==> src/design/vdp32x_pkg.sv <==
// One pixel per clk_sys on a 400 x 262 raster, each SH2 write region spans 64 KB of bytes
package vdp32x_pkg;

	////////////////////////////////////////////////////////////////////////////
	// Raster
	localparam int H_TOTAL   = 400; // Cycles per line
	localparam int V_TOTAL   = 262; // Lines per frame
	localparam int HSYNC_LEN = 32;
	localparam int VSYNC_LEN = 3;
	localparam int WIN_X     = 40;  // Window origin, raster coords
	localparam int WIN_Y     = 16;
	localparam int WIN_W     = 320;
	localparam int WIN_H     = 224;

	localparam int H_CNT_W = $clog2(H_TOTAL);
	localparam int V_CNT_W = $clog2(V_TOTAL);
	localparam int PIX_W   = $clog2(WIN_W);     // Pixel count inside a window line
	localparam int LINE_W  = $clog2(WIN_H + 1); // Window line, may sit one past the end

	////////////////////////////////////////////////////////////////////////////
	// Memories
	localparam int FB_ADDR_W   = 16; // Word address in one bank
	localparam int FB_WORDS    = 2 ** (FB_ADDR_W + 1); // Both banks
	localparam int CRAM_DEPTH  = 256;
	localparam int CRAM_ADDR_W = $clog2(CRAM_DEPTH);

	////////////////////////////////////////////////////////////////////////////
	// SH2 write bus
	localparam int SH_ADDR_W = 18; // Byte address
	localparam int REGION_W  = 2;  // Top bits pick the target
	localparam int OFS_W     = SH_ADDR_W - REGION_W; // Byte offset inside a region

	typedef enum logic [1:0] {
		FB_BLANK,
		FB_PACKED, // Two palette indices per word
		FB_DIRECT, // 15-bit colour per word
		FB_RLE     // Length in upper byte, index in lower
	} fb_mode_e;

	typedef enum logic [1:0] {
		REGION_REG  = 2'd0, // Mode at offset 0, swap at offset 2
		REGION_CRAM = 2'd1,
		REGION_FB   = 2'd2,
		REGION_OVR  = 2'd3  // Same words as REGION_FB, zero bytes skipped
	} region_e;

	typedef struct packed {
		logic                 wr;
		logic [SH_ADDR_W-1:0] addr;
		logic [15:0]          data;
		logic [1:0]           dqm_n; // Bit 1 masks the upper byte
	} sh_wr_t;

	typedef struct packed {
		logic                 en;
		logic [1:0]           be;
		logic [FB_ADDR_W-1:0] addr; // Word address
		logic [15:0]          data;
	} mem_wr_t;

	typedef struct packed {
		fb_mode_e mode;
		logic     swap; // Bank written by the SH2, display uses the other
	} vdp_cfg_t;

	typedef struct packed {
		logic [4:0] b;
		logic [4:0] g;
		logic [4:0] r; // Red in the low bits of the colour word
	} rgb555_t;

	typedef struct packed {
		rgb555_t rgb;
		logic    hsync;
		logic    vsync;
		logic    de;
	} pix_out_t;

endpackage

==> src/design/vdp32x_regs.sv <==
// Written values reach the display only at the next frame_start pulse, swap_now follows writes at once
module vdp32x_regs (
	input  logic                 clk_sys,
	input  logic                 RESET,
	input  logic                 reg_wr,
	input  logic                 reg_sel,     // 0 mode, 1 swap
	input  logic [15:0]          reg_data,
	input  logic                 frame_start,
	output logic                 swap_now,
	output vdp32x_pkg::vdp_cfg_t cfg
);

	vdp32x_pkg::fb_mode_e mode_q; // As last written by the SH2
	logic                 swap_q;

	assign swap_now = swap_q; // Write banking switches right away

	always_ff @(posedge clk_sys or posedge RESET) begin
		if (RESET) begin
			mode_q   <= vdp32x_pkg::FB_BLANK;
			swap_q   <= 1'b0;
			cfg.mode <= vdp32x_pkg::FB_BLANK;
			cfg.swap <= 1'b0;
		end else begin
			if (reg_wr) begin
				if (reg_sel)
					swap_q <= reg_data[0];
				else
					mode_q <= vdp32x_pkg::fb_mode_e'(reg_data[1:0]);
			end
			// Whole frame renders with one mode and one bank
			if (frame_start) begin
				cfg.mode <= mode_q;
				cfg.swap <= swap_q;
			end
		end
	end

endmodule

==> config.mk <==
export PLATFORM = sky130hd
export DESIGN_NAME = vdp32x_regs
export DESIGN_NICKNAME = d
export VERILOG_FILES = /design/src/design/vdp32x_pkg.sv /design/src/design/vdp32x_regs.sv
export SDC_FILE = /design/constraint.sdc
export NUM_CORES = 1
export LEC_CHECK = 0
export BUFFER_PORTS_ARGS = -buffer_cell sky130_fd_sc_hd__buf_2
export CAP_MARGIN = 20
export CELL_PAD_IN_SITES_DETAIL_PLACEMENT = 0
export CELL_PAD_IN_SITES_GLOBAL_PLACEMENT = 1
export CORE_AREA = 2 2 39 41
export CTS_CLUSTER_SIZE = 25
export DETAILED_ROUTE_END_ITERATION = 8
export DIE_AREA = 0 0 41 43
export PLACE_DENSITY_LB_ADDON = 0.15
export SLEW_MARGIN = 10
export SYNTH_ARGS = -nofsm -noshare
export SYNTH_HDL_FRONTEND = slang
export SYNTH_SLANG_ARGS = --single-unit
==> constraint.sdc <==
create_clock -name clk_sys -period 1.36 [get_ports clk_sys]
set_input_delay 0.272 -clock clk_sys [delete_from_list [all_inputs] [get_ports clk_sys]]
set_output_delay 0.272 -clock clk_sys [all_outputs]
set_load 0.01 [all_outputs]
==> impl_metrics.toml <==
[sta]
period_minus_slack_ps = 1040
finalSetupViolCount = 0
worst-slew-pin-transition_ps = 229
finalSetupTns_ps = 0
fin_skew_ps = 6.28
final.period_utilization_pct = 76.7
fmax_mhz = 958
fin_hold_ws_ps = 267
max-slew-margin-rel_pct = 84.7
rsz0062_at_grt = "false"
number_of_failing_hold_endpoints_at_the_final_stage = 0
report.final.slew_viol_count = 0

[critical_path]
crit_buf_inv = 1
critPathArrivalTime_ps = 770
worst-path-max-fanout = 3
critPathMaxStageDelay_ps = 380
start_kind = "flop"
cp_cell_sequence = "buf_2"
critPathTopFamily = "flip-flops"
critPathRequiredTime_ps = 1090
endpoint_kind = "output pin"
worst_path_max_delay_cell = "dfrtp_1"
worstSetupPathType = "flop to output pin"

[power_and_ir_drop]
power.total_uw = 473
cellPowerDensity_nw_per_um2 = 1370
static-leakage-power_nw = 0.171
vdd_drop_max_mv = 0.551

[yosys]
post_synth.cell_area_avg_um2 = 16.2
mappedNetlistArea_um2 = 243
yosysSeqAreaShare_pct = 61.9
synth_net_count = 36
postSynthCellCount = 15
yosys.cell_types.count = 6
postSynthRegisterBits = 6
yosysWarnings = 0

[run]
max-cap-violations = 0

[clock_network]
cts_htree_levels = 1
numClockSinks = 6
cts_buffers = 3
post_cts_clock_slew_at_the_launch_and_capture_registers_of_the_worst_setup_and_hold_paths_ps = 50
cts_tree = "yes"
clock_tree.buffer_depth = 2
cts_root_buf = "clkbuf_4"
worstSkewPairLatency_ps = 240
post_cts.resized_instances = 0

[floorplan]
io-pin-count = 25
floorplan.initialDensity_pct = 17.5
die_w_um = 41
floorplan.die.height_um = 43
placementRows = 14
core_area_um2 = 1380
design.die.area_um2 = 1760

[route]
detail_route.wl_per_cell_um = 9.44
vias = 172
detailedRoute.firstIterationViolations = 1
via_per_inst = 3.82
drt_first_pass_iters = 2
postRouteAntennaNets = 0
post-route-drc-count = 0
wirelength_um = 425

[finish]
fillers = 159
final_area_um2 = 345
antenna_cells = 0
final_common_cell = "buf_2"
multi_input_comb_area_um2 = 88.8
final_cell_mix = "buf_2 (10), dfrtp_1 (6), mux2_2 (5), clkbuf_4 (3)"
syn2layout_area_growth_pct = 42.3
fin_nets = 52
final_layout_size_suffix_gt1_share_pct = 69.0
ff_latch_area_um2 = 150

[global_routing]
grt.overflow.total = 0
grt_pass1_wl_um = 765
global_route.usage.met3_pct = 9.42
global_route.usage.total_pct = 7.68
global_route.usage.met1_pct = 7.24
grt_peak_use_layer = "met3"
grt_pass1_vias = 186
global_route.usage.met2_pct = 8.44
antenna_found_initial = 0
grt_max_degree = 7

[worst_hold_path]
worst_hold_path_type = "primary input to flop"

[status]
result_of_the_run = "finished clean"

[placement]
placedInstanceArea_um2 = 313
routabilityCongestion = 0.624
port_buffers = 10
==> registers in the layout (all words and copies together) (netlist names) <==
name / flops
swap_now: 1
mode_q: 2
cfg: 3
==> cells in the mapped netlist <==
master	count	area, µm²
dfrtp_1	6	150
nand2_1	1	3.75
mux2_2	5	56.3
nor2b_4	1	13.8
inv_1	1	3.75
mux2_4	1	15.0
==> what timing repair did <==
action	CTS	global route
endpoints found under the hold margin	6	0
buffers inserted	0	0
hold buffers	1	0
endpoints found under the setup margin	0	0
==> power breakdown <==
part | internal, mW | switching (mW) | total [mW] | leakage, nW
clock network | 0.0996 | 0.0604 | 0.160 | 0.0138
logic | 0.0525 | 0.0351 | 0.0876 | 0.0870
registers | 0.210 | 0.0152 | 0.225 | 0.0705
==> per-stage QoR <==
stage          setup slack [ps]  cells  util (%)
6_report                    316     45      25.0
3_5_place_dp                394     41      22.6
5_1_grt                     274     45      25.0
4_1_cts                     294     45      25.0
3_3_place_gp                397     41      22.6
2_1_floorplan               523     15         -
==> metal layers <==
layer | part of all wire [%] | vias to the layer above
li1 | - | 82
met1 | 42 | 81
met2 | 45 | 9
met3 | 12 | 0
met4 | 0 | 0
met5 | 0 | -
==> final timing paths <==
path	start	slack, ps	end	cells after the start
max	swap_now$_DFFE_PP0P_	320	swap_now	1
min	reg_data[1]	270	mode_q[1]$_DFFE_PP0P_	2
max reg2reg	swap_now$_DFFE_PP0P_	600	cfg[0]$_DFFE_PP0P_	1
min reg2reg	cfg[0]$_DFFE_PP0P_	500	cfg[0]$_DFFE_PP0P_	1
max in group asynchronous	RESET	680	mode_q[1]$_DFFE_PP0P_	3
min in group asynchronous	RESET	480	swap_now$_DFFE_PP0P_	3
==> layout make-up <==
type	instances	area share, %
flip-flops and latches	6	43.5
multi-input cells	8	25.7
repair buffers	11	17.4
clock buffers	3	6.52
well taps	16	5.80
inverters	1	1.09
==> cell families (layout without fill, tap and decap cells) <==
family	after synthesis	after routing	share of synthesized area [%]
multiplexers	6	6	29.4
flip-flops	6	6	61.9
AND/OR/NAND/NOR	2	2	7.21
buffers and inverters	1	15	1.54
(Power assumes the default switching activity.)
