[src/design/vdp32x_pkg.sv]
// One pixel per clk_sys on a 400 x 262 raster, each SH2 write region spans 64 KB of bytes
package vdp32x_pkg;

	////////////////////////////////////////////////////////////////////////////
	// Raster
	localparam int H_TOTAL   = 400; // Cycles per line
	localparam int V_TOTAL   = 262; // Lines per frame
	localparam int HSYNC_LEN = 32;
	localparam int VSYNC_LEN = 3;
	localparam int WIN_X     = 40;  // Window origin, raster coords
	localparam int WIN_Y     = 16;
	localparam int WIN_W     = 320;
	localparam int WIN_H     = 224;

	localparam int H_CNT_W = $clog2(H_TOTAL);
	localparam int V_CNT_W = $clog2(V_TOTAL);
	localparam int PIX_W   = $clog2(WIN_W);     // Pixel count inside a window line
	localparam int LINE_W  = $clog2(WIN_H + 1); // Window line, may sit one past the end

	////////////////////////////////////////////////////////////////////////////
	// Memories
	localparam int FB_ADDR_W   = 16; // Word address in one bank
	localparam int FB_WORDS    = 2 ** (FB_ADDR_W + 1); // Both banks
	localparam int CRAM_DEPTH  = 256;
	localparam int CRAM_ADDR_W = $clog2(CRAM_DEPTH);

	////////////////////////////////////////////////////////////////////////////
	// SH2 write bus
	localparam int SH_ADDR_W = 18; // Byte address
	localparam int REGION_W  = 2;  // Top bits pick the target
	localparam int OFS_W     = SH_ADDR_W - REGION_W; // Byte offset inside a region

	typedef enum logic [1:0] {
		FB_BLANK,
		FB_PACKED, // Two palette indices per word
		FB_DIRECT, // 15-bit colour per word
		FB_RLE     // Length in upper byte, index in lower
	} fb_mode_e;

	typedef enum logic [1:0] {
		REGION_REG  = 2'd0, // Mode at offset 0, swap at offset 2
		REGION_CRAM = 2'd1,
		REGION_FB   = 2'd2,
		REGION_OVR  = 2'd3  // Same words as REGION_FB, zero bytes skipped
	} region_e;

	typedef struct packed {
		logic                 wr;
		logic [SH_ADDR_W-1:0] addr;
		logic [15:0]          data;
		logic [1:0]           dqm_n; // Bit 1 masks the upper byte
	} sh_wr_t;

	typedef struct packed {
		logic                 en;
		logic [1:0]           be;
		logic [FB_ADDR_W-1:0] addr; // Word address
		logic [15:0]          data;
	} mem_wr_t;

	typedef struct packed {
		fb_mode_e mode;
		logic     swap; // Bank written by the SH2, display uses the other
	} vdp_cfg_t;

	typedef struct packed {
		logic [4:0] b;
		logic [4:0] g;
		logic [4:0] r; // Red in the low bits of the colour word
	} rgb555_t;

	typedef struct packed {
		rgb555_t rgb;
		logic    hsync;
		logic    vsync;
		logic    de;
	} pix_out_t;

endpackage

[src/design/vdp32x_bus_decode.sv]
// Writes are single-cycle strobes never stalled, outputs are one cycle behind sh_wr
module vdp32x_bus_decode (
	input  logic                clk_sys,
	input  logic                RESET,
	input  vdp32x_pkg::sh_wr_t  sh_wr,
	output logic                reg_wr,
	output logic                reg_sel,
	output logic [15:0]         reg_data,
	output vdp32x_pkg::mem_wr_t cram_wr,
	output vdp32x_pkg::mem_wr_t fb_wr
);

	vdp32x_pkg::region_e                region;
	logic [1:0]                         lane;    // Lanes the SH2 drives
	logic [1:0]                         nz;      // Nonzero bytes
	logic [1:0]                         fb_be;
	logic [vdp32x_pkg::FB_ADDR_W-1:0]   fb_addr;
	logic [vdp32x_pkg::FB_ADDR_W-1:0]   cram_addr;

	assign region = vdp32x_pkg::region_e'(
		sh_wr.addr[vdp32x_pkg::SH_ADDR_W-1 -: vdp32x_pkg::REGION_W]);
	assign lane = ~sh_wr.dqm_n;
	assign nz   = {|sh_wr.data[15:8], |sh_wr.data[7:0]};

	// Byte offset to word address
	assign fb_addr = {{(vdp32x_pkg::FB_ADDR_W - vdp32x_pkg::OFS_W + 1){1'b0}},
		sh_wr.addr[vdp32x_pkg::OFS_W-1:1]};
	assign cram_addr = {{(vdp32x_pkg::FB_ADDR_W - vdp32x_pkg::CRAM_ADDR_W){1'b0}},
		sh_wr.addr[vdp32x_pkg::CRAM_ADDR_W:1]}; // Wraps at 256 entries

	// Zero byte can never be written as a byte
	always_comb begin
		if (region == vdp32x_pkg::REGION_OVR)
			fb_be = lane & nz;            // Overwrite skips every zero byte
		else if (&lane)
			fb_be = lane;                 // Word write always lands
		else
			fb_be = lane & nz;            // Single byte of zero dropped
	end

	always_ff @(posedge clk_sys or posedge RESET) begin
		if (RESET) begin
			reg_wr     <= 1'b0;
			cram_wr.en <= 1'b0;
			fb_wr.en   <= 1'b0;
		end else begin
			reg_wr     <= sh_wr.wr && (region == vdp32x_pkg::REGION_REG) && lane[0];
			cram_wr.en <= sh_wr.wr && (region == vdp32x_pkg::REGION_CRAM) && (|lane);
			fb_wr.en   <= sh_wr.wr && (region == vdp32x_pkg::REGION_FB ||
				region == vdp32x_pkg::REGION_OVR) && (|fb_be);
			// Payload
			reg_sel      <= sh_wr.addr[1];   // Offset 2 is swap
			reg_data     <= sh_wr.data;
			cram_wr.be   <= lane;
			cram_wr.addr <= cram_addr;
			cram_wr.data <= sh_wr.data;
			fb_wr.be     <= fb_be;
			fb_wr.addr   <= fb_addr;
			fb_wr.data   <= sh_wr.data;
		end
	end

endmodule

[config.mk]
export PLATFORM = sky130hd
export DESIGN_NAME = vdp32x_bus_decode
export DESIGN_NICKNAME = d
export VERILOG_FILES = /design/src/design/vdp32x_pkg.sv /design/src/design/vdp32x_bus_decode.sv
export SDC_FILE = /design/constraint.sdc
export NUM_CORES = 1
export LEC_CHECK = 0
export ABC_AREA = 1
export ABC_CLOCK_PERIOD_IN_PS = 800
export BUFFER_PORTS_ARGS = -buffer_cell sky130_fd_sc_hd__buf_2
export CORE_UTILIZATION = 30
export CTS_BUF_LIST = sky130_fd_sc_hd__clkbuf_8
export DETAILED_ROUTE_END_ITERATION = 8
export GPL_ROUTABILITY_DRIVEN = 0
export PLACE_DENSITY = 0.66
export SYNTH_ARGS = -nofsm -noshare
export SYNTH_HDL_FRONTEND = slang
export SYNTH_SLANG_ARGS = --single-unit
[constraint.sdc]
create_clock -name clk_sys -period 0.8 [get_ports clk_sys]
set_input_delay 0.04 -clock clk_sys [delete_from_list [all_inputs] [get_ports clk_sys]]
set_output_delay 0.04 -clock clk_sys [all_outputs]
set_load 0.01 [all_outputs]
==> reports/qor.yml <==
status:
  outcome: "finished with violations"
  violations: "setup timing"
clocking:
  cts-root-buf: "clkbuf_8"
  clkSinkCount: 38
  cts_tree: "yes"
  htree_levels: 2
  path_clk_slew_ps: 70
  cts_buffer_depth: 2
  cts_inserted_buffers: 5
sta:
  setup_violations: 79
  min_period_ps: 910
  final.setup.worst_slack_ps: -110
  hold_ws_ps: 43.8
  fmax_mhz: 1100
  hold_violations: 0
  period_share_pct: 114
  final_max_slew_viol_count: 0
  rsz0062_at_grt: "true"
drt:
  drt_iter0_drc: 26
  vias: 1212
  drcViolationCount: 0
  detail-route-antenna-nets: 0
  routed_wl_um: 3580
  routed_via_density: 3.84
  first_pass_iters: 6
  avgRoutedWirePerCell_um: 11.3
final_layout:
  fillCellCount: 499
  final_cell_area_um2: 2540
  drive_gt1_share_pct: 56.1
  antenna_cells: 0
  areaGrowthSynthToFinish_pct: 54.9
  finish.net_count: 284
  postLayoutCoreUtil_pct: 48.9
critical_path:
  cp-endpoint: "fb_wr[2]"
  cp.required_ps: 760
  crit_type: "flip-flop to output pin"
  worst_ep_arrival_time_ps: 870
  critical-path-top-delay-family: "flip-flops"
  cp.depth: 1
  start_kind: "flip-flop"
  cpMaxStageDelayCell: "edfxtp_1"
  max_stage_delay_ps: 430
  crit_path_end_kind: "output pin"
  startpoint: "fb_wr[2]"
  cp_num_buf_inv: 1
  crit_fanout: 3
  crit_chain: "buf_2"
synth:
  syn_area_per_cell_um2: 13.6
  synth.cell_area_um2: 1640
  ys_seq_area_share_pct: 68.5
  yosysWarnings: 0
  ys_types: 12
  synthTopCellsByArea: "edfxtp_1 64%, buf_4 23%, dfrtp_1 4.6%"
  ys_seq_elements: 38
  synth_cells: 121
  synth.largest_area_cell: "edfxtp_1"
  synth_top_cell_area_share_pct: 64.0
place:
  place_ws_ps: -67.2
  postPlaceCellArea_um2: 2030
  io_buffers: 116
  dp_hpwl_um: 2560
global_routing:
  overflow: 0
  antenna_found_initial: 0
  grt_first_pass_wirelength_um: 5690
  grt_pass1_vias: 1195
  globalRouteTotalUtil_pct: 13.0
  grt_max_degree: 13
floorplanning:
  die_y_um: 76
  start_util_pct: 31.6
  num_rows: 26
  die_area_um2: 5780
  num_io_pins: 127
  core-area_um2: 5200
  die_w_um: 76
run:
  drv_cap: 0
hold_path:
  min_path_cells: 3
  min_path_type: "input pin to flip-flop"
pwr:
  powerDensity_nw_per_um2: 2050
  p_leak_nw: 1.20
  ir_drop_v: 0.000787
[worst min path at each step]
stage                          from     endpoint  slack, ps
after global routing      sh_wr[35]    fb_wr[34]         40
after floorplan               RESET  cram_wr[34]         -8
final                     sh_wr[35]    fb_wr[34]         40
after detailed placement      RESET       reg_wr        100
after global placement        RESET       reg_wr        100
after CTS                  sh_wr[0]       reg_wr         10
[final cells by class]
class                   instances  area, um^2  share of cell area (%)
well taps                      70        87.6                    3.44
multi-input cells              36         158                    6.19
flip-flops and latches         38        1130                    44.2
clock buffers                   6        82.6                    3.24
clock inverters                 2        60.1                    2.36
inverters                       5        22.5                   0.885
repair buffers                159        1010                    39.6
[layer usage]
metal	vias up	track usage, %	share of wire, %
li1	587	-	-
met1	569	12.9	34
met2	52	24.8	59
met3	4	3.71	5.2
met4	0	5.77	1.5
met5	-	0	0
[synthesized netlist by cell type (all sizes together)]
master	n
a21oi	1
a211oi	1
nor2	10
inv	5
buf	50
nand2	14
nor3	1
dfrtp	3
edfxtp	35
conb	1
[registers in the layout, summed over array words and instances, names as in the netlist]
name     cells
cram_wr     10
reg_wr       1
fb_wr       27
[metrics by stage]
stage / std cells / power, mW / setup TNS [ps]
floorplan: 129 / 2.96 / -4550
global placement: 271 / 3.14 / -42.8
detailed placement: 271 / 3.15 / -132
CTS: 316 / 5.27 / -6670
global route: 316 / 5.44 / -8860
finish: 316 / 5.21 / -5080
[cells by family (layout without fill, tap and decap cells)]
group | after synthesis | count (layout) | share of synthesized area [%]
DFF | 38 | 38 | 68.5
other | 1 | 9 | 0.228
AOI/OAI and AO/OA | 2 | 2 | 0.990
buffers and inverters | 55 | 172 | 24.0
and+or+nand+nor | 25 | 25 | 6.25
[power by group]
part	switching (mW)	internal (mW)	leakage, nW
sequential	0.0674	2.34	0.383
combinational	0.418	0.422	0.744
clock	0.634	1.33	0.0714
[placed cells by master (no fill, tap or decap)]
cell type and n:
nand2_2 3, inv_2 2, conb_1 9, dfrtp_1 3, buf_4 5, edfxtp_1 35
nor2_1 10, a21oi_2 1, inv_1 2, clkinvlp_4 1, dlygate4sd3_1 37, nor3_1 1
a211oi_2 1, clkbuf_8 6, buf_12 1, bufinv_16 2, nand2_1 11, buf_2 116
[repair_timing]
action | in CTS | in global routing
setup endpoints to repair | 79 | 80
gates cloned | 0 | 0
gates resized for setup | 0 | 1
hold endpoints to repair | 36 | 0
hold buffers | 37 | 0
setup buffers | 0 | 0
Power figures use the tool's default switching activity.
