### src/design/vdp32x_pkg.sv
// One pixel per clk_sys on a 400 x 262 raster, each SH2 write region spans 64 KB of bytes
package vdp32x_pkg;

	////////////////////////////////////////////////////////////////////////////
	// Raster
	localparam int H_TOTAL   = 400; // Cycles per line
	localparam int V_TOTAL   = 262; // Lines per frame
	localparam int HSYNC_LEN = 32;
	localparam int VSYNC_LEN = 3;
	localparam int WIN_X     = 40;  // Window origin, raster coords
	localparam int WIN_Y     = 16;
	localparam int WIN_W     = 320;
	localparam int WIN_H     = 224;

	localparam int H_CNT_W = $clog2(H_TOTAL);
	localparam int V_CNT_W = $clog2(V_TOTAL);
	localparam int PIX_W   = $clog2(WIN_W);     // Pixel count inside a window line
	localparam int LINE_W  = $clog2(WIN_H + 1); // Window line, may sit one past the end

	////////////////////////////////////////////////////////////////////////////
	// Memories
	localparam int FB_ADDR_W   = 16; // Word address in one bank
	localparam int FB_WORDS    = 2 ** (FB_ADDR_W + 1); // Both banks
	localparam int CRAM_DEPTH  = 256;
	localparam int CRAM_ADDR_W = $clog2(CRAM_DEPTH);

	////////////////////////////////////////////////////////////////////////////
	// SH2 write bus
	localparam int SH_ADDR_W = 18; // Byte address
	localparam int REGION_W  = 2;  // Top bits pick the target
	localparam int OFS_W     = SH_ADDR_W - REGION_W; // Byte offset inside a region

	typedef enum logic [1:0] {
		FB_BLANK,
		FB_PACKED, // Two palette indices per word
		FB_DIRECT, // 15-bit colour per word
		FB_RLE     // Length in upper byte, index in lower
	} fb_mode_e;

	typedef enum logic [1:0] {
		REGION_REG  = 2'd0, // Mode at offset 0, swap at offset 2
		REGION_CRAM = 2'd1,
		REGION_FB   = 2'd2,
		REGION_OVR  = 2'd3  // Same words as REGION_FB, zero bytes skipped
	} region_e;

	typedef struct packed {
		logic                 wr;
		logic [SH_ADDR_W-1:0] addr;
		logic [15:0]          data;
		logic [1:0]           dqm_n; // Bit 1 masks the upper byte
	} sh_wr_t;

	typedef struct packed {
		logic                 en;
		logic [1:0]           be;
		logic [FB_ADDR_W-1:0] addr; // Word address
		logic [15:0]          data;
	} mem_wr_t;

	typedef struct packed {
		fb_mode_e mode;
		logic     swap; // Bank written by the SH2, display uses the other
	} vdp_cfg_t;

	typedef struct packed {
		logic [4:0] b;
		logic [4:0] g;
		logic [4:0] r; // Red in the low bits of the colour word
	} rgb555_t;

	typedef struct packed {
		rgb555_t rgb;
		logic    hsync;
		logic    vsync;
		logic    de;
	} pix_out_t;

endpackage

### src/design/vdp32x_scan.sv
// Pixels leave three cycles after their raster position, mode and bank must stay fixed within a frame
module vdp32x_scan (
	input  logic                               clk_sys,
	input  logic                               RESET,
	input  vdp32x_pkg::vdp_cfg_t               cfg,
	output logic                               frame_start,
	output logic [vdp32x_pkg::FB_ADDR_W-1:0]   fb_rd_addr,
	output logic                               fb_rd_bank,
	input  logic [15:0]                        fb_rd_data,
	output logic [vdp32x_pkg::CRAM_ADDR_W-1:0] cram_idx,
	input  vdp32x_pkg::rgb555_t                cram_color,
	output vdp32x_pkg::pix_out_t               pix
);

	typedef struct packed {
		logic hsync;
		logic vsync;
		logic de;
		logic odd; // Odd pixel of a packed word
	} ctl_t;

	logic [vdp32x_pkg::H_CNT_W-1:0]   h_cnt;
	logic [vdp32x_pkg::V_CNT_W-1:0]   v_cnt;
	logic [vdp32x_pkg::H_CNT_W-1:0]   win_x;
	logic [vdp32x_pkg::PIX_W-1:0]     pix_cnt;
	logic [vdp32x_pkg::LINE_W-1:0]    win_line;
	logic                             h_in;
	logic                             v_in;
	ctl_t                             s0;
	ctl_t                             s1;
	ctl_t                             s2;
	logic [vdp32x_pkg::FB_ADDR_W-1:0] line_start; // From the line table
	logic [vdp32x_pkg::FB_ADDR_W-1:0] pix_ofs;
	logic                             rle_on;
	logic                             run_new;
	logic [vdp32x_pkg::PIX_W-1:0]     rle_ptr;    // Word of the current run
	logic [vdp32x_pkg::PIX_W-1:0]     rle_ptr_nx;
	logic [7:0]                       run_left;   // Pixels still owed to the run
	logic [7:0]                       idx_hold;
	logic [14:0]                      direct_q;
	vdp32x_pkg::rgb555_t              rgb_nx;

	////////////////////////////////////////////////////////////////////////////
	// Stage 0 raster position and read address
	assign win_x   = h_cnt - vdp32x_pkg::WIN_X[vdp32x_pkg::H_CNT_W-1:0];
	assign pix_cnt = win_x[vdp32x_pkg::PIX_W-1:0];
	assign h_in = (h_cnt >= vdp32x_pkg::WIN_X) &&
		(h_cnt < vdp32x_pkg::WIN_X + vdp32x_pkg::WIN_W);
	assign v_in = (v_cnt >= vdp32x_pkg::WIN_Y) &&
		(v_cnt < vdp32x_pkg::WIN_Y + vdp32x_pkg::WIN_H);

	assign s0.hsync = (h_cnt < vdp32x_pkg::HSYNC_LEN);
	assign s0.vsync = (v_cnt < vdp32x_pkg::VSYNC_LEN);
	assign s0.de    = h_in && v_in;
	assign s0.odd   = pix_cnt[0];

	assign frame_start = (h_cnt == '0) && (v_cnt == '0); // Vsync rising at the raster
	assign fb_rd_bank  = ~cfg.swap; // Display the bank the SH2 is not writing

	always_comb begin
		case (cfg.mode)
			vdp32x_pkg::FB_PACKED:   // Two pixels per word
				pix_ofs = {{(vdp32x_pkg::FB_ADDR_W - vdp32x_pkg::PIX_W + 1){1'b0}},
					pix_cnt[vdp32x_pkg::PIX_W-1:1]};
			vdp32x_pkg::FB_RLE:      // Run word chosen by stage 1
				pix_ofs = {{(vdp32x_pkg::FB_ADDR_W - vdp32x_pkg::PIX_W){1'b0}}, rle_ptr_nx};
			default:
				pix_ofs = {{(vdp32x_pkg::FB_ADDR_W - vdp32x_pkg::PIX_W){1'b0}}, pix_cnt};
		endcase
	end

	// Line table word outside the window
	assign fb_rd_addr = s0.de ? (line_start + pix_ofs) :
		{{(vdp32x_pkg::FB_ADDR_W - vdp32x_pkg::LINE_W){1'b0}}, win_line};

	always_ff @(posedge clk_sys or posedge RESET) begin
		if (RESET) begin
			h_cnt    <= '0;
			v_cnt    <= '0;
			win_line <= '0;
		end else begin
			if (h_cnt == vdp32x_pkg::H_TOTAL - 1) begin
				h_cnt <= '0;
				v_cnt <= (v_cnt == vdp32x_pkg::V_TOTAL - 1) ? '0 : v_cnt + 1'b1;
			end else begin
				h_cnt <= h_cnt + 1'b1;
			end
			if (frame_start)
				win_line <= '0;
			else if (s0.de && h_cnt == vdp32x_pkg::WIN_X + vdp32x_pkg::WIN_W - 1)
				win_line <= win_line + 1'b1; // Last pixel of a window line
		end
	end

	////////////////////////////////////////////////////////////////////////////
	// Stage 1 frame buffer word in hand
	assign rle_on  = s1.de && (cfg.mode == vdp32x_pkg::FB_RLE);
	assign run_new = (run_left == 8'd0);

	// Next pixel fetches the following run word once this one is taken
	always_comb begin
		if (!rle_on)
			rle_ptr_nx = '0;
		else if (run_new)
			rle_ptr_nx = rle_ptr + 1'b1;
		else
			rle_ptr_nx = rle_ptr;
	end

	always_comb begin
		case (cfg.mode)
			vdp32x_pkg::FB_PACKED:
				cram_idx = s1.odd ? fb_rd_data[7:0] : fb_rd_data[15:8]; // Upper byte first
			vdp32x_pkg::FB_RLE:
				cram_idx = run_new ? fb_rd_data[7:0] : idx_hold;
			default:
				cram_idx = fb_rd_data[7:0];
		endcase
	end

	always_ff @(posedge clk_sys or posedge RESET) begin
		if (RESET) begin
			s1       <= '0;
			rle_ptr  <= '0;
			run_left <= '0;
		end else begin
			s1      <= s0;
			rle_ptr <= rle_ptr_nx;
			if (!rle_on)
				run_left <= '0;
			else if (run_new)
				run_left <= fb_rd_data[15:8]; // Length+1 pixels in all
			else
				run_left <= run_left - 1'b1;
		end
	end

	always_ff @(posedge clk_sys) begin
		if (!s1.de)
			line_start <= fb_rd_data; // Table word of the coming line
		idx_hold <= cram_idx;
		direct_q <= fb_rd_data[14:0];
	end

	////////////////////////////////////////////////////////////////////////////
	// Stage 2 colour select and output register
	always_comb begin
		if (!s2.de) begin
			rgb_nx = '0;
		end else begin
			case (cfg.mode)
				vdp32x_pkg::FB_DIRECT: rgb_nx = vdp32x_pkg::rgb555_t'(direct_q);
				vdp32x_pkg::FB_PACKED: rgb_nx = cram_color;
				vdp32x_pkg::FB_RLE:    rgb_nx = cram_color;
				default:               rgb_nx = '0; // Blank
			endcase
		end
	end

	always_ff @(posedge clk_sys or posedge RESET) begin
		if (RESET) begin
			s2  <= '0;
			pix <= '0;
		end else begin
			s2        <= s1;
			pix.hsync <= s2.hsync;
			pix.vsync <= s2.vsync;
			pix.de    <= s2.de;
			pix.rgb   <= rgb_nx;
		end
	end

endmodule

### config.mk
export PLATFORM = sky130hd
export DESIGN_NAME = vdp32x_scan
export DESIGN_NICKNAME = d
export VERILOG_FILES = /design/src/design/vdp32x_pkg.sv /design/src/design/vdp32x_scan.sv
export SDC_FILE = /design/constraint.sdc
export NUM_CORES = 1
export LEC_CHECK = 0
export ABC_AREA = 1
export BUFFER_PORTS_ARGS = -buffer_cell sky130_fd_sc_hd__buf_2
export CORE_MARGIN = 4
export CORE_UTILIZATION = 60
export DETAILED_ROUTE_END_ITERATION = 16
export PLACE_DENSITY_LB_ADDON = 0.15
export SLEW_MARGIN = 0
export SYNTH_ARGS = -nofsm -noshare
export SYNTH_HDL_FRONTEND = slang
export SYNTH_SLANG_ARGS = --single-unit
### constraint.sdc
create_clock -name clk_sys -period 4.2 [get_ports clk_sys]
set_input_delay 0 -clock clk_sys [delete_from_list [all_inputs] [get_ports clk_sys]]
set_output_delay 0 -clock clk_sys [all_outputs]
set_load 0.03 [all_outputs]
==> run summary <==
max_slew headroom: 41.4%
Synth Cell Area: 5810 um2
clock buffer depth: 2
core area: 9330 um2
share of cells above drive strength 1: 13.5%
CTS H-tree lvls: 3
Final period util: 90.3%
drt drc: 0
Leakage: 3.55 nW
Starting Density: 62.3%
area delta synth->final: 16.9%
clk_lat worst skew: 380 ps
DR pass1 iterations: 6
number of antenna violations at the first check in global routing: 0
Netlist cell types: 40
CP endpoint kind: output port
Slew @ Worst Pin: 876 ps
die height: 106 um
Antenna Nets Post-Route: 0
# nets final: 914
top_reg_cell synth: dfrtp_1
final instance area: 6790 um2
Highest Clock Rate: 264 MHz
CTS sink cnt: 107
Clock Power Share: 32.4%
Sw Share: 27.6%
worst r2r src: run_left[0]
Critical-path top delay cell: nor2_1
vias after detailed routing: 5,400
sw power: 0.525 mW
area share of the largest cell type after synthesis: 29.3%
Post-DP Area: 6270 um2
fin cells: 991
startpoint types: register
placed wire-length estimate: 10,600 um
RD Place Congestion: 0.903
Die Width: 106 um
VDD IR-drop max: 202 uV
origin of the worst setup path: run_left[0]
All-Layer GR Usage: 27.9%
Int Pwr: 1.38 mW
total CTS buffers: 9
post-synth top area cell: dfrtp_1
number of synthesized register bits: 107
CP peak stage delay: 700 ps
ys async rst share: 63.6%
CTS tree: done
status: finished, final reports clean
drt wl/cell: 15.2 um
most common cell in the synthesized netlist: nand2_1
CP Data Required Time: 4200 ps
worst hold path type: in2async
number of port buffers: 79
Reg clk slew, reported paths: 110 ps
Seq pwr share: 56.8%
CTS Root Cell: clkbuf_8
total wire length: 15,000 um
register area share after synthesis: 45.5%
largest net degree at the start of global routing: 62
Post-Synthesis Cells: 753
max_cap viols: 0
num ports: 80
setup violators final: 0
EDFF count, synth: 16
crit path DAT: 3790 ps
minimum clock period: 3790 ps
syn nets: 810
die area: 11,300 um2
final hold violations: 0
vias per cell: 5.45
power density cells: 280 nW/um2
most area-consuming cells after synthesis: dfrtp_1 (29%), nand2_1 (12%), edfxtp_1 (8.3%), dfxtp_1 (7.9%), nand3_1 (7.3%)
Placed Cells incl. Taps: 943
initial DRC count: 479
Rows: 35
clock skew: 13.1 ps
global-route wire length before repair: 25,400 um
syn_area_per_cell: 7.71 um2
Crit Path Max Fanout: 15
critical path cell sequence: inv_1, ha_1, nand3_1, nor2_1, o21ai_0, o211ai_1, a21oi_1, ha_1, nand2_1, a21oi_1, nand3_1, nand3_1, nor2_1, nor2_1, buf_2
final-report max-slew violation count: 0
unrepaired setup endpoints after global routing: no
antenna diode count: 0
Yosys warnings: 0
WS Path Type: reg2out
number of global-route vias before repair: 5,216
power share of the combinational group: 10.8%
grt ovf: 0
Power, Total: 1.90 mW
TNS Setup: 0 ps
top cells by count, synth: nand2_1 (180), inv_1 (104), nand3_1 (85)
## what timing repair did
item,4_1_cts,5_1_grt
setup buffers,0,0
resized for setup,0,1
endpoints found under the setup margin,0,1
hold buffers,32,0
endpoints found under the hold margin,61,0
## kinds of logic after synthesis
logic type                 count (synthesis)  synth area share (%)
adders and majority gates                 21                  4.65
DFF                                      107                  45.5
and+or+nand+nor                          383                  28.8
xor gates and xnor gates                  21                  3.17
buffers and inverters                    130                  9.11
AOI/OAI and AO/OA                         91                  8.72
## worst paths after layout
kind	slack [ps]	cells past startpoint	to
max in group asynchronous	3150	4	h_cnt[1]
min in group clk_sys	60	3	pix[17]
worst max-delay path	410	15	fb_rd_addr[12]
worst max register to register	1860	8	idx_hold[1]
worst min-delay path	40	3	v_cnt[6]
worst min register to register	360	0	pix[2]
## power groups by stage
stage | registers (mW) | clock network [mW] | logic (mW)
2_1_floorplan | 1.10 | 0 | 0.119
3_3_place_gp | 1.10 | 0 | 0.176
3_5_place_dp | 1.10 | 0 | 0.179
4_1_cts | 1.08 | 0.621 | 0.202
5_1_grt | 1.08 | 0.670 | 0.230
6_report | 1.08 | 0.617 | 0.205
## placed cells by master (no fill, tap or decap), drive strengths merged, types with 3 or more instances in the layout
cell type	count
nand4	21
dfxtp	23
nand2	180
and3	3
a31oi	3
buf	82
ha	20
xor2	16
clkbuf	9
o21ai	32
dlygate4sd3	32
nand3	86
nor3	10
edfxtp	16
inv	111
nor2	76
o211ai	5
clkinv	5
a21oi	38
o221ai	3
dfrtp	68
xnor2	5
## metal layers
layer | track usage, % | vias up | wire [um]
li1 | - | 2652 | -
met1 | 38.7 | 2478 | 6640
met2 | 44.5 | 238 | 6800
met3 | 6.01 | 32 | 1260
met4 | 7.77 | 0 | 341
met5 | 0 | - | 0
## cell type report
type / count / area (um2)
inverters: 109 / 409
fillers: 713 / 2540
clock buffers: 9 / 124
well taps: 129 / 161
repair buffers: 114 / 738
flip-flops and latches: 107 / 2640
clock inverters: 7 / 72.6
multi-input cells: 516 / 2640
## stage by stage
step                      hold slack [ps]  util, %  setup WS (ps)
final                                39.0     72.8            408
after global routing                 52.0     72.8           13.2
after CTS                            49.6     72.7            407
after detailed placement            -96.9     67.2            871
after global placement              -96.2     67.2            947
after floorplan                      27.7        -           1440
## sequential cells by signal, summed over array words and instances, names as in the netlist
register and count:
run_left 8, win_line 8, pix 18, h_cnt 9, rle_ptr 9, line_start 16, direct_q 15, s1 4
s2 3, v_cnt 9, idx_hold 8
## worst max-delay path: cells and delay by family, from the launching register on
family,cells,cell delay [ps]
and+or+nand+nor,7,1310
AOI/OAI and AO/OA,4,830
adders and majority gates,2,570
DFF,1,370
buffers and inverters,2,320
Power figures use the tool's default switching activity.
